$ cat config.mk
export PLATFORM = sky130hd
export DESIGN_NAME = traffic_gen_top
export DESIGN_NICKNAME = d
export VERILOG_FILES = /design/src/logic/traffic_gen_pkg.sv /design/src/logic/crc32_gen.sv /design/src/logic/arp_reply_parser.sv /design/src/logic/frame_tx_fsm.sv /design/src/logic/rate_meter.sv /design/src/logic/traffic_gen_top.sv
export SDC_FILE = /design/constraint.sdc
export NUM_CORES = 2
export LEC_CHECK = 0
export BUFFER_PORTS_ARGS = -buffer_cell sky130_fd_sc_hd__buf_2
export CORE_MARGIN = 2
export CORE_UTILIZATION = 30
export DETAILED_ROUTE_END_ITERATION = 8
export SYNTH_ARGS = -nofsm -noshare
export SYNTH_HDL_FRONTEND = slang
export SYNTH_SLANG_ARGS = --single-unit
$ cat constraint.sdc
create_clock -name gmii_tx_clk -period 7.95 [get_ports gmii_tx_clk]
set_input_delay 1.9875 -clock gmii_tx_clk [delete_from_list [all_inputs] [get_ports gmii_tx_clk]]
set_output_delay 1.9875 -clock gmii_tx_clk [all_outputs]
set_load 0.03 [all_outputs]
$ cat src/logic/traffic_gen_pkg.sv
`default_nettype none

package traffic_gen_pkg;

  // --------------------------------------------------------------------------
  // Ethernet and ARP framing
  // --------------------------------------------------------------------------
  localparam logic [7:0]  preamble_byte  = 8'h55;
  localparam logic [7:0]  sfd_byte       = 8'hd5;       // 0b1101_0101
  localparam int unsigned preamble_len   = 8;           // Seven preamble bytes plus SFD
  localparam int unsigned fcs_len        = 4;
  localparam logic [15:0] ethertype_ipv4 = 16'h0800;
  localparam logic [15:0] ethertype_arp  = 16'h0806;
  localparam logic [15:0] arp_op_request = 16'h0001;
  localparam logic [15:0] arp_op_reply   = 16'h0002;

  // --------------------------------------------------------------------------
  // IPv4/UDP test frame
  // --------------------------------------------------------------------------
  localparam logic [7:0]  ipv4_ttl        = 8'd64;
  localparam logic [15:0] udp_port        = 16'd3422;
  localparam logic [39:0] magic_code      = 40'hcc00cc00cc;
  localparam int unsigned arp_frame_len   = 64;         // Padded to 60, then FCS
  localparam int unsigned min_gap         = 2;
  localparam int unsigned ip_hdr_overhead = 18;         // Ethernet header and FCS
  localparam int unsigned udp_overhead    = 38;         // Same plus 20 byte IPv4 header

  // Received ARP fields, counted from the dest MAC
  localparam int unsigned rx_off_type   = 12;
  localparam int unsigned rx_off_opcode = 20;
  localparam int unsigned rx_off_sha    = 22;           // Sender MAC
  localparam int unsigned rx_off_spa    = 28;           // Sender IP
  localparam int unsigned rx_off_tpa    = 38;           // Target IP
  localparam int unsigned rx_off_end    = 42;

  typedef logic [47:0] mac_t;
  typedef logic [31:0] ip4_t;

  typedef struct packed {
    logic [7:0] data;
    logic       en;
  } gmii_t;

  typedef struct packed {
    logic        enable;
    mac_t        src_mac;
    ip4_t        src_ip;
    ip4_t        gw_ip;
    ip4_t        dst_ip;
    logic [15:0] frame_len;                             // Dest MAC through FCS
    logic [31:0] gap;                                   // Idle cycles between frames
  } tx_config_t;

  typedef enum logic [1:0] {
    req_arp,
    wait_arp,
    send_v4,
    gap
  } tx_state_e;

endpackage

`default_nettype wire

$ cat src/logic/crc32_gen.sv
`timescale 1ns/1ps
`default_nettype none

module crc32_gen (
  input  logic        gmii_tx_clk,
  input  logic        sys_rst,
  input  logic        init,
  input  logic        hold,
  input  logic [7:0]  data,
  output logic [31:0] crc_out
);

  logic [31:0] crc;

  // One byte through the reflected polynomial, LSB first
  function automatic logic [31:0] crc_byte(input logic [31:0] c, input logic [7:0] d);
    logic [31:0] r;
    r = c;
    for (int i = 0; i < 8; i++) begin
      r = (r[0] ^ d[i]) ? ((r >> 1) ^ 32'hedb88320) : (r >> 1);
    end
    return r;
  endfunction

  always_ff @(posedge gmii_tx_clk) begin
    if (sys_rst || init) begin
      crc <= '1;                                        // Seed all ones
    end else if (!hold) begin
      crc <= crc_byte(crc, data);
    end
  end

  // Low byte of the inverted CRC goes on the wire first
  assign crc_out = ~{crc[7:0], crc[15:8], crc[23:16], crc[31:24]};

endmodule

`default_nettype wire

$ cat src/logic/arp_reply_parser.sv
`timescale 1ns/1ps
`default_nettype none

module arp_reply_parser (
  input  logic                        gmii_tx_clk,
  input  logic                        sys_rst,
  input  traffic_gen_pkg::gmii_t      rx,
  input  traffic_gen_pkg::tx_config_t cfg,
  input  logic                        req_arp,
  output traffic_gen_pkg::mac_t       dst_mac,
  output logic                        arp_reply
);

  logic                  in_frame;                      // Past the SFD
  logic [5:0]            rx_cnt;                        // Saturates at 63
  logic [15:0]           rx_type;
  logic [15:0]           rx_opcode;
  traffic_gen_pkg::mac_t rx_sha;
  traffic_gen_pkg::ip4_t rx_spa;
  traffic_gen_pkg::ip4_t rx_tpa;
  logic                  match;

  function automatic logic in_field(input logic [5:0] idx, input int unsigned first,
                                    input int unsigned len);
    return (idx >= 6'(first)) && (idx < 6'(first + len));
  endfunction

  // --------------------------------------------------------------------------
  // Field capture, big endian shift-in
  // --------------------------------------------------------------------------
  always_ff @(posedge gmii_tx_clk) begin
    if (rx.en && in_frame) begin
      if (in_field(rx_cnt, traffic_gen_pkg::rx_off_type, 2))
        rx_type <= {rx_type[7:0], rx.data};
      if (in_field(rx_cnt, traffic_gen_pkg::rx_off_opcode, 2))
        rx_opcode <= {rx_opcode[7:0], rx.data};
      if (in_field(rx_cnt, traffic_gen_pkg::rx_off_sha, 6))
        rx_sha <= {rx_sha[39:0], rx.data};
      if (in_field(rx_cnt, traffic_gen_pkg::rx_off_spa, 4))
        rx_spa <= {rx_spa[23:0], rx.data};
      if (in_field(rx_cnt, traffic_gen_pkg::rx_off_tpa, 4))
        rx_tpa <= {rx_tpa[23:0], rx.data};
    end
  end

  assign match = (rx_type == traffic_gen_pkg::ethertype_arp) &&
                 (rx_opcode == traffic_gen_pkg::arp_op_reply) &&
                 (rx_spa == cfg.gw_ip) && (rx_tpa == cfg.src_ip) &&
                 !rx_sha[40] && !req_arp;               // Group bit clear

  // --------------------------------------------------------------------------
  // Frame tracking and MAC latch
  // --------------------------------------------------------------------------
  always_ff @(posedge gmii_tx_clk) begin
    if (sys_rst) begin
      in_frame  <= 1'b0;
      rx_cnt    <= '0;
      dst_mac   <= '0;
      arp_reply <= 1'b0;
    end else begin
      arp_reply <= 1'b0;
      if (!rx.en) begin
        in_frame <= 1'b0;
      end else if (!in_frame) begin
        if (rx.data == traffic_gen_pkg::sfd_byte) begin
          in_frame <= 1'b1;                             // Next byte is offset 0
          rx_cnt   <= '0;
        end
      end else begin
        if (rx_cnt != '1)
          rx_cnt <= rx_cnt + 6'd1;
        if (rx_cnt == 6'(traffic_gen_pkg::rx_off_end) && match) begin
          dst_mac   <= rx_sha;
          arp_reply <= 1'b1;
        end
      end
      if (req_arp)
        dst_mac <= '0;                                  // Force a new resolution
    end
  end

endmodule

`default_nettype wire

$ cat src/logic/frame_tx_fsm.sv
`timescale 1ns/1ps
`default_nettype none

module frame_tx_fsm #(
  parameter int unsigned arp_timeout = 65535
) (
  input  logic                        gmii_tx_clk,
  input  logic                        sys_rst,
  input  traffic_gen_pkg::tx_config_t cfg,
  input  traffic_gen_pkg::mac_t       dst_mac,
  input  logic                        arp_reply,
  input  logic [31:0]                 crc_out,
  output traffic_gen_pkg::gmii_t      tx,
  output logic                        crc_init,
  output logic                        crc_hold,
  output logic [7:0]                  crc_data,
  output logic                        frame_start
);

  traffic_gen_pkg::tx_state_e state;
  logic [15:0]  cnt;                                    // Wire byte, preamble included
  logic [31:0]  gap_cnt;
  logic [31:0]  wait_cnt;
  logic [15:0]  ident;
  logic [19:0]  hdr_sum;
  logic [19:0]  ip_sum;
  logic [15:0]  ip_csum;
  logic [15:0]  cur_len;                                // Dest MAC through FCS
  logic [15:0]  wire_len;
  logic [15:0]  off;
  logic [15:0]  fcs_idx;
  logic [15:0]  ip_len;
  logic [15:0]  udp_len;
  logic [335:0] arp_hdr;
  logic [375:0] v4_hdr;
  logic [375:0] hdr;
  logic         start;
  logic         active;
  logic [7:0]   next_byte;

  // --------------------------------------------------------------------------
  // Frame contents
  // --------------------------------------------------------------------------
  assign cur_len  = (state == traffic_gen_pkg::send_v4) ? cfg.frame_len
                                                         : 16'(traffic_gen_pkg::arp_frame_len);
  assign wire_len = cur_len + 16'(traffic_gen_pkg::preamble_len);
  assign off      = cnt - 16'(traffic_gen_pkg::preamble_len);
  assign fcs_idx  = off - (cur_len - 16'(traffic_gen_pkg::fcs_len));
  assign ip_len   = cfg.frame_len - 16'(traffic_gen_pkg::ip_hdr_overhead);
  assign udp_len  = cfg.frame_len - 16'(traffic_gen_pkg::udp_overhead);

  assign arp_hdr = {48'hffff_ffff_ffff, cfg.src_mac, traffic_gen_pkg::ethertype_arp,
                    16'h0001, traffic_gen_pkg::ethertype_ipv4,  // HW Ethernet, proto IPv4
                    8'd6, 8'd4, traffic_gen_pkg::arp_op_request,
                    cfg.src_mac, cfg.src_ip, 48'h0, cfg.gw_ip};

  assign v4_hdr = {dst_mac, cfg.src_mac, traffic_gen_pkg::ethertype_ipv4,
                   8'h45, 8'h00, ip_len, ident, 16'h0000,       // No fragmentation
                   traffic_gen_pkg::ipv4_ttl, 8'h11, ip_csum,   // Protocol UDP
                   cfg.src_ip, cfg.dst_ip,
                   traffic_gen_pkg::udp_port, traffic_gen_pkg::udp_port, udp_len, 16'h0000,
                   traffic_gen_pkg::magic_code};

  // ARP padding is zero, so both share one lookup width
  assign hdr = (state == traffic_gen_pkg::send_v4) ? v4_hdr : {arp_hdr, 40'h0};

  assign hdr_sum = 20'h04500 + 20'(ip_len) + 20'(ident) +
                   20'({traffic_gen_pkg::ipv4_ttl, 8'h11}) +
                   20'(cfg.src_ip[31:16]) + 20'(cfg.src_ip[15:0]) +
                   20'(cfg.dst_ip[31:16]) + 20'(cfg.dst_ip[15:0]);

  // Checksum settles during the preamble
  always_ff @(posedge gmii_tx_clk) begin
    case (cnt)
      16'd1: ip_sum <= hdr_sum;
      16'd2: ip_sum <= 20'(ip_sum[15:0]) + 20'(ip_sum[19:16]);
      16'd3: ip_csum <= ~(ip_sum[15:0] + 16'(ip_sum[16]));      // Last carry
      default: ;
    endcase
  end

  always_comb begin
    if (cnt < 16'(traffic_gen_pkg::preamble_len - 1))
      next_byte = traffic_gen_pkg::preamble_byte;
    else if (cnt == 16'(traffic_gen_pkg::preamble_len - 1))
      next_byte = traffic_gen_pkg::sfd_byte;
    else if (off >= cur_len - 16'(traffic_gen_pkg::fcs_len))
      next_byte = crc_out[31 - 8 * fcs_idx[1:0] -: 8];
    else if (off < 16'($bits(hdr) / 8))
      next_byte = hdr[$bits(hdr) - 1 - 8 * off -: 8];
    else
      next_byte = 8'h00;                                // Payload tail
  end

  assign start  = (state == traffic_gen_pkg::send_v4) && (cnt == '0) &&
                  (dst_mac != '0) && cfg.enable;
  assign active = ((state == traffic_gen_pkg::req_arp) ||
                   ((state == traffic_gen_pkg::send_v4) && (cnt != '0 || start))) &&
                  (cnt < wire_len);

  assign crc_init = (cnt < 16'(traffic_gen_pkg::preamble_len));
  assign crc_hold = !crc_init && (off >= cur_len - 16'(traffic_gen_pkg::fcs_len));
  assign crc_data = next_byte;

  // --------------------------------------------------------------------------
  // State machine
  // --------------------------------------------------------------------------
  always_ff @(posedge gmii_tx_clk) begin
    if (sys_rst) begin
      state       <= traffic_gen_pkg::req_arp;
      cnt         <= '0;
      gap_cnt     <= '0;
      wait_cnt    <= '0;
      ident       <= '0;
      tx          <= '0;
      frame_start <= 1'b0;
    end else begin
      tx.en       <= active;
      tx.data     <= active ? next_byte : 8'h00;
      frame_start <= start;
      case (state)
        traffic_gen_pkg::req_arp: begin
          if (cnt == wire_len) begin
            cnt      <= '0;
            wait_cnt <= 32'(arp_timeout - 1);
            state    <= traffic_gen_pkg::wait_arp;
          end else begin
            cnt <= cnt + 16'd1;
          end
        end
        traffic_gen_pkg::wait_arp: begin
          wait_cnt <= wait_cnt - 32'd1;
          if (arp_reply || dst_mac != '0)                // Reply may land mid request
            state <= traffic_gen_pkg::send_v4;
          else if (wait_cnt == '0)
            state <= traffic_gen_pkg::req_arp;
        end
        traffic_gen_pkg::send_v4: begin
          if (cnt == wire_len) begin
            cnt   <= '0;
            ident <= ident + 16'd1;
            // End cycle and restart cycle add two idle cycles
            gap_cnt <= (cfg.gap > 32'(traffic_gen_pkg::min_gap)) ? cfg.gap - 32'd2
                                                                  : 32'(traffic_gen_pkg::min_gap) - 32'd2;
            state   <= traffic_gen_pkg::gap;
          end else if (cnt != '0 || start) begin
            cnt <= cnt + 16'd1;
          end else if (dst_mac == '0) begin
            state <= traffic_gen_pkg::req_arp;          // MAC dropped while idle
          end
        end
        traffic_gen_pkg::gap: begin
          gap_cnt <= gap_cnt - 32'd1;
          if (gap_cnt == '0)
            state <= (dst_mac != '0) ? traffic_gen_pkg::send_v4 : traffic_gen_pkg::req_arp;
        end
        default: state <= traffic_gen_pkg::req_arp;
      endcase
    end
  end

endmodule

`default_nettype wire

$ cat src/logic/rate_meter.sv
`timescale 1ns/1ps
`default_nettype none

module rate_meter #(
  parameter int unsigned sec_ticks = 125000000
) (
  input  logic        gmii_tx_clk,
  input  logic        sys_rst,
  input  logic        frame_start,
  input  logic [15:0] frame_bytes,
  output logic [31:0] pps,
  output logic [31:0] throughput
);

  logic [31:0] sec_cnt;
  logic [31:0] pkt_cnt;
  logic [31:0] byte_cnt;
  logic        tick;

  assign tick = (sec_cnt == '0);                        // Once per second

  always_ff @(posedge gmii_tx_clk) begin
    if (sys_rst) begin
      sec_cnt    <= 32'(sec_ticks - 1);
      pkt_cnt    <= '0;
      byte_cnt   <= '0;
      pps        <= '0;
      throughput <= '0;
    end else if (tick) begin
      sec_cnt    <= 32'(sec_ticks - 1);
      pps        <= pkt_cnt;
      throughput <= byte_cnt;
      pkt_cnt    <= {31'd0, frame_start};               // Start on tick opens new interval
      byte_cnt   <= frame_start ? {16'd0, frame_bytes} : 32'd0;
    end else begin
      sec_cnt <= sec_cnt - 32'd1;
      if (frame_start) begin
        pkt_cnt  <= pkt_cnt + 32'd1;
        byte_cnt <= byte_cnt + {16'd0, frame_bytes};
      end
    end
  end

endmodule

`default_nettype wire

$ cat src/logic/traffic_gen_top.sv
`timescale 1ns/1ps
`default_nettype none

module traffic_gen_top #(
  parameter int unsigned sec_ticks   = 125000000,
  parameter int unsigned arp_timeout = 65535
) (
  input  logic                        gmii_tx_clk,
  input  logic                        sys_rst,
  input  traffic_gen_pkg::gmii_t      rx,
  input  traffic_gen_pkg::tx_config_t cfg,
  input  logic                        req_arp,
  output traffic_gen_pkg::gmii_t      tx,
  output traffic_gen_pkg::mac_t       dst_mac,
  output logic [31:0]                 pps,
  output logic [31:0]                 throughput
);

  logic        crc_init;
  logic        crc_hold;
  logic [7:0]  crc_data;
  logic [31:0] crc_out;
  logic        arp_reply;
  logic        frame_start;

  // --------------------------------------------------------------------------
  // FCS, ARP learning, transmit and metering
  // --------------------------------------------------------------------------
  crc32_gen u_crc (
    .gmii_tx_clk (gmii_tx_clk),
    .sys_rst     (sys_rst),
    .init        (crc_init),
    .hold        (crc_hold),
    .data        (crc_data),
    .crc_out     (crc_out)
  );

  arp_reply_parser u_parser (
    .gmii_tx_clk (gmii_tx_clk),
    .sys_rst     (sys_rst),
    .rx          (rx),
    .cfg         (cfg),
    .req_arp     (req_arp),
    .dst_mac     (dst_mac),
    .arp_reply   (arp_reply)
  );

  frame_tx_fsm #(
    .arp_timeout (arp_timeout)
  ) u_fsm (
    .gmii_tx_clk (gmii_tx_clk),
    .sys_rst     (sys_rst),
    .cfg         (cfg),
    .dst_mac     (dst_mac),
    .arp_reply   (arp_reply),
    .crc_out     (crc_out),
    .tx          (tx),
    .crc_init    (crc_init),
    .crc_hold    (crc_hold),
    .crc_data    (crc_data),
    .frame_start (frame_start)
  );

  rate_meter #(
    .sec_ticks   (sec_ticks)
  ) u_meter (
    .gmii_tx_clk (gmii_tx_clk),
    .sys_rst     (sys_rst),
    .frame_start (frame_start),
    .frame_bytes (cfg.frame_len),                       // Counted dest MAC through FCS
    .pps         (pps),
    .throughput  (throughput)
  );

endmodule

`default_nettype wire

==> results.ini <==
[outcome]
run_status = completed

[drt]
firstDrtPassIters = 9
detail-route-antenna-nets = 0
wl_per_cell_um = 22.6
via_per_inst = 5.41
vias = 29553
drt_iter0_markers = 3388
drc = 0
finalWirelength_um = 123000

[logic_synthesis]
netlist_instances = 3679
yosysMostFrequentCell = nand2_1
seq_area_frac_synth = 0.379
synth_seq_cells = 536
synth.top_cell.area_share = 0.215
async_reset_ff_frac = 0
netlist_area_um2 = 33100
synth_edf_count = 180
ys_types = 112
ys.warnings.count = 0
yosysTopAreaCell = dfxtp_1
syn-mean-instance-area_um2 = 8.99
syn_nets = 4061
synth_area_leaders = dfxtp_1 22%, edfxtp_1 16%, xnor2_1 4.9%
synth_commonest_cells = 417 x nand2_1, 356 x dfxtp_1, 329 x nor2_1
ys.flop_type = dfxtp_1

[global_route]
antenna_found_initial = 20
grt_max_degree = 103
grt_pass1_vias = 27764
gr-total-overflow = 0
grt_pass1_wl_um = 182000
groute.usage.overall = 0.213

[setup_path]
cpMostUsedCell = nand2_1
critPathBufInv = 1
crit_end = u_crc.crc[23]
slowest_stage = or3_1
crit_fanout = 14
worst_path_largest_cell_delay_ns = 0.54
r2r_cells = 15
crit_arrival_ns = 7.73
cp-start-kind = primary input
required_ns = 8.53
crit_family = simple AND/OR/NAND/NOR gates
crit_path_start = cfg[35]
endpoint_kind = flop
cp_cell_sequence = buf_2, nand2_1, ha_1, nand2_1, nand2_1, nor3_1, and2_1, nand2_1, xnor2_1, nand2_1, ha_1, and4_1, and3_1, a2111oi_2, nand2_1, or3_1, a21oi_1, o21ai_0, a21oi_2, xnor3_2, xnor2_2, xnor3_1, o21ai_1
worstReg2RegStart = u_fsm.cnt[3]
ff2ff_setup_slack_ns = 1.58
cp_num_cells = 23
r2r_end = u_crc.crc[23]
path_class = in2reg

[sta]
finalClockSkew_ns = 0.0571
fin_crit_sh = 0.900
final_max_slew_viol_count = 0
worst_pin_slew_ns = 1.22
period_minus_slack_ns = 7.16
fin_ws_ns = 0.793
setup_tns_ns = 0
rsz0062_at_grt = no
max_freq_mhz = 140
hold_violations = 0
setup_viol = 0
hold_ws_ns = 0.417
relSlewSlack = 0.188

[die]
num_rows = 121
initial_core_util = 0.303
die_h_um = 336
io_pins = 326
fp.coreArea_um2 = 109000
die_width_um = 336
die-area_um2 = 113000

[cells_and_area]
drive_gt1_frac = 0.153
fin_util = 0.352
fillers = 11215
area_growth_pct = 16.2
nets = 4304

[clock_network]
ctsResizeCount = 0
clock_path_buffers = 3
cts_buffers = 66
clkLatencyLatePin_ns = 0.67
numClockSinks = 536
post-cts-setup-buffers = 0
cts_tree = done
root_buffer = clkbuf_16
ctsHoldBuffers = 0
htreeDepth = 3
clk_pin_slew_worst_paths_ns = 0.07

[worst_hold_path]
hp-class = reg2reg

[pwr]
p_per_area_nw_per_um2 = 206
ir_drop_mv = 0.131
p_leak_nw = 14.2

[placed_design]
io_buffer_count = 325
pre_cts_slack_ns = 0.179
hpwl_um = 92300
gp_congestion = 1.02

[run]
cap_violations = 0

## flip-flops by register name, summed over array words and instances (netlist names), 2 cells and up
register            cells
u_parser.rx_type       16
u_meter.sec_cnt        32
u_parser.rx_cnt         6
u_parser.rx_sha        48
u_fsm.wait_cnt         32
u_fsm.ip_csum          16
u_meter.throughput     32
u_parser.rx_tpa        32
u_parser.rx_opcode     16
u_fsm.ident            16
u_parser.rx_spa        32
u_crc.crc              32
u_meter.pkt_cnt        32
u_fsm.cnt              16
u_parser.dst_mac       48
u_fsm.gap_cnt          32
u_fsm.state             2
u_fsm.tx                9
u_meter.pps            32
u_fsm.ip_sum           20
u_meter.byte_cnt       32
## layout make-up
type,instances,area [um2],area share
clock buffer,93,1900,0.0495
inverter,183,692,0.0180
antenna,8,20.0,0.000521
clock inverter,28,273,0.00709
sequential,536,12500,0.326
tap,1476,1850,0.0480
multi-input combinational,2751,19100,0.497
timing repair buffer,384,2080,0.0540
## where the power goes
group          total (mW)  switching [mW]  internal (mW)
combinational        1.79            1.09          0.702
sequential           3.04          0.0902           2.95
clock                3.08            1.30           1.79
## kinds of logic after synthesis
kind of cell / Yosys count / synth area share
AO/OA/AOI/OAI: 784 / 0.155
XOR/XNOR: 342 / 0.0984
adder cells (fa/ha/maj): 177 / 0.0817
buffers and inverters: 392 / 0.0473
flip-flops: 536 / 0.379
multiplexers: 125 / 0.0452
AND/OR/NAND/NOR: 1323 / 0.194
## worst register-to-register path, stage by stage, from the launching register on
cell and delay [ns]:
dfxtp_1 0.86, inv_2 0.21, ha_1 0.40, nor3b_4 0.23
xnor2_4 0.38, clkinv_4 0.19, a21oi_4 0.68, nor2_2 0.37
a221oi_1 0.70, o32ai_1 0.35, a21boi_2 0.40, xnor2_4 0.21
xnor3_2 0.41, xnor2_2 0.39, xnor3_1 0.40, o21ai_1 0.14
## worst min-delay path by stage
stage	from	to	cells past startpoint	slack [ns]
after global routing	u_meter.sec_cnt[0]	u_meter.sec_cnt[0]	1	0.44
final	u_meter.sec_cnt[0]	u_meter.sec_cnt[0]	1	0.42
after CTS	u_meter.sec_cnt[0]	u_meter.sec_cnt[0]	1	0.42
after global placement	u_meter.sec_cnt[0]	u_meter.sec_cnt[0]	1	0.40
after floorplan	u_meter.sec_cnt[0]	u_meter.sec_cnt[0]	1	0.39
after detailed placement	u_meter.sec_cnt[0]	u_meter.sec_cnt[0]	1	0.40
## per-layer routing
metal,part of all wire,track usage,up-vias
met1,0.42,0.283,14228
met4,0.054,0.111,14
met2,0.43,0.322,1290
li1,-,-,13690
met3,0.093,0.0505,331
met5,0.00067,0,-
## cells in the final DEF (no fill, tap or decap), types with 24 or more instances in the layout
cell         n
clkbuf_16   67
or3_1       52
nor4_1      65
a211oi_1    27
nand3_1     93
nand4_1     56
o22ai_1     33
nor2_1     327
fa_1        65
xor2_1     135
buf_4       59
xnor2_1    184
nand2_1    417
a22oi_1     29
nand3b_1    24
inv_1      178
edfxtp_1   180
ha_1       111
dfxtp_1    355
nor3_1     102
a31oi_1     25
mux2i_1     93
a21oi_1    252
buf_2      324
o21ai_0    150
o211ai_1    34
## per-stage QoR
stage | cells | cell area, um2 | total power [mW]
6_report | 5459 | 38500 | 7.92
3_5_place_dp | 5330 | 36300 | 4.85
3_3_place_gp | 5330 | 36300 | 4.84
4_1_cts | 5451 | 38400 | 7.96
2_1_floorplan | 3679 | 33100 | 4.28
5_1_grt | 5456 | 38500 | 8.31
Note: power is estimated with default switching activity, not from simulation.
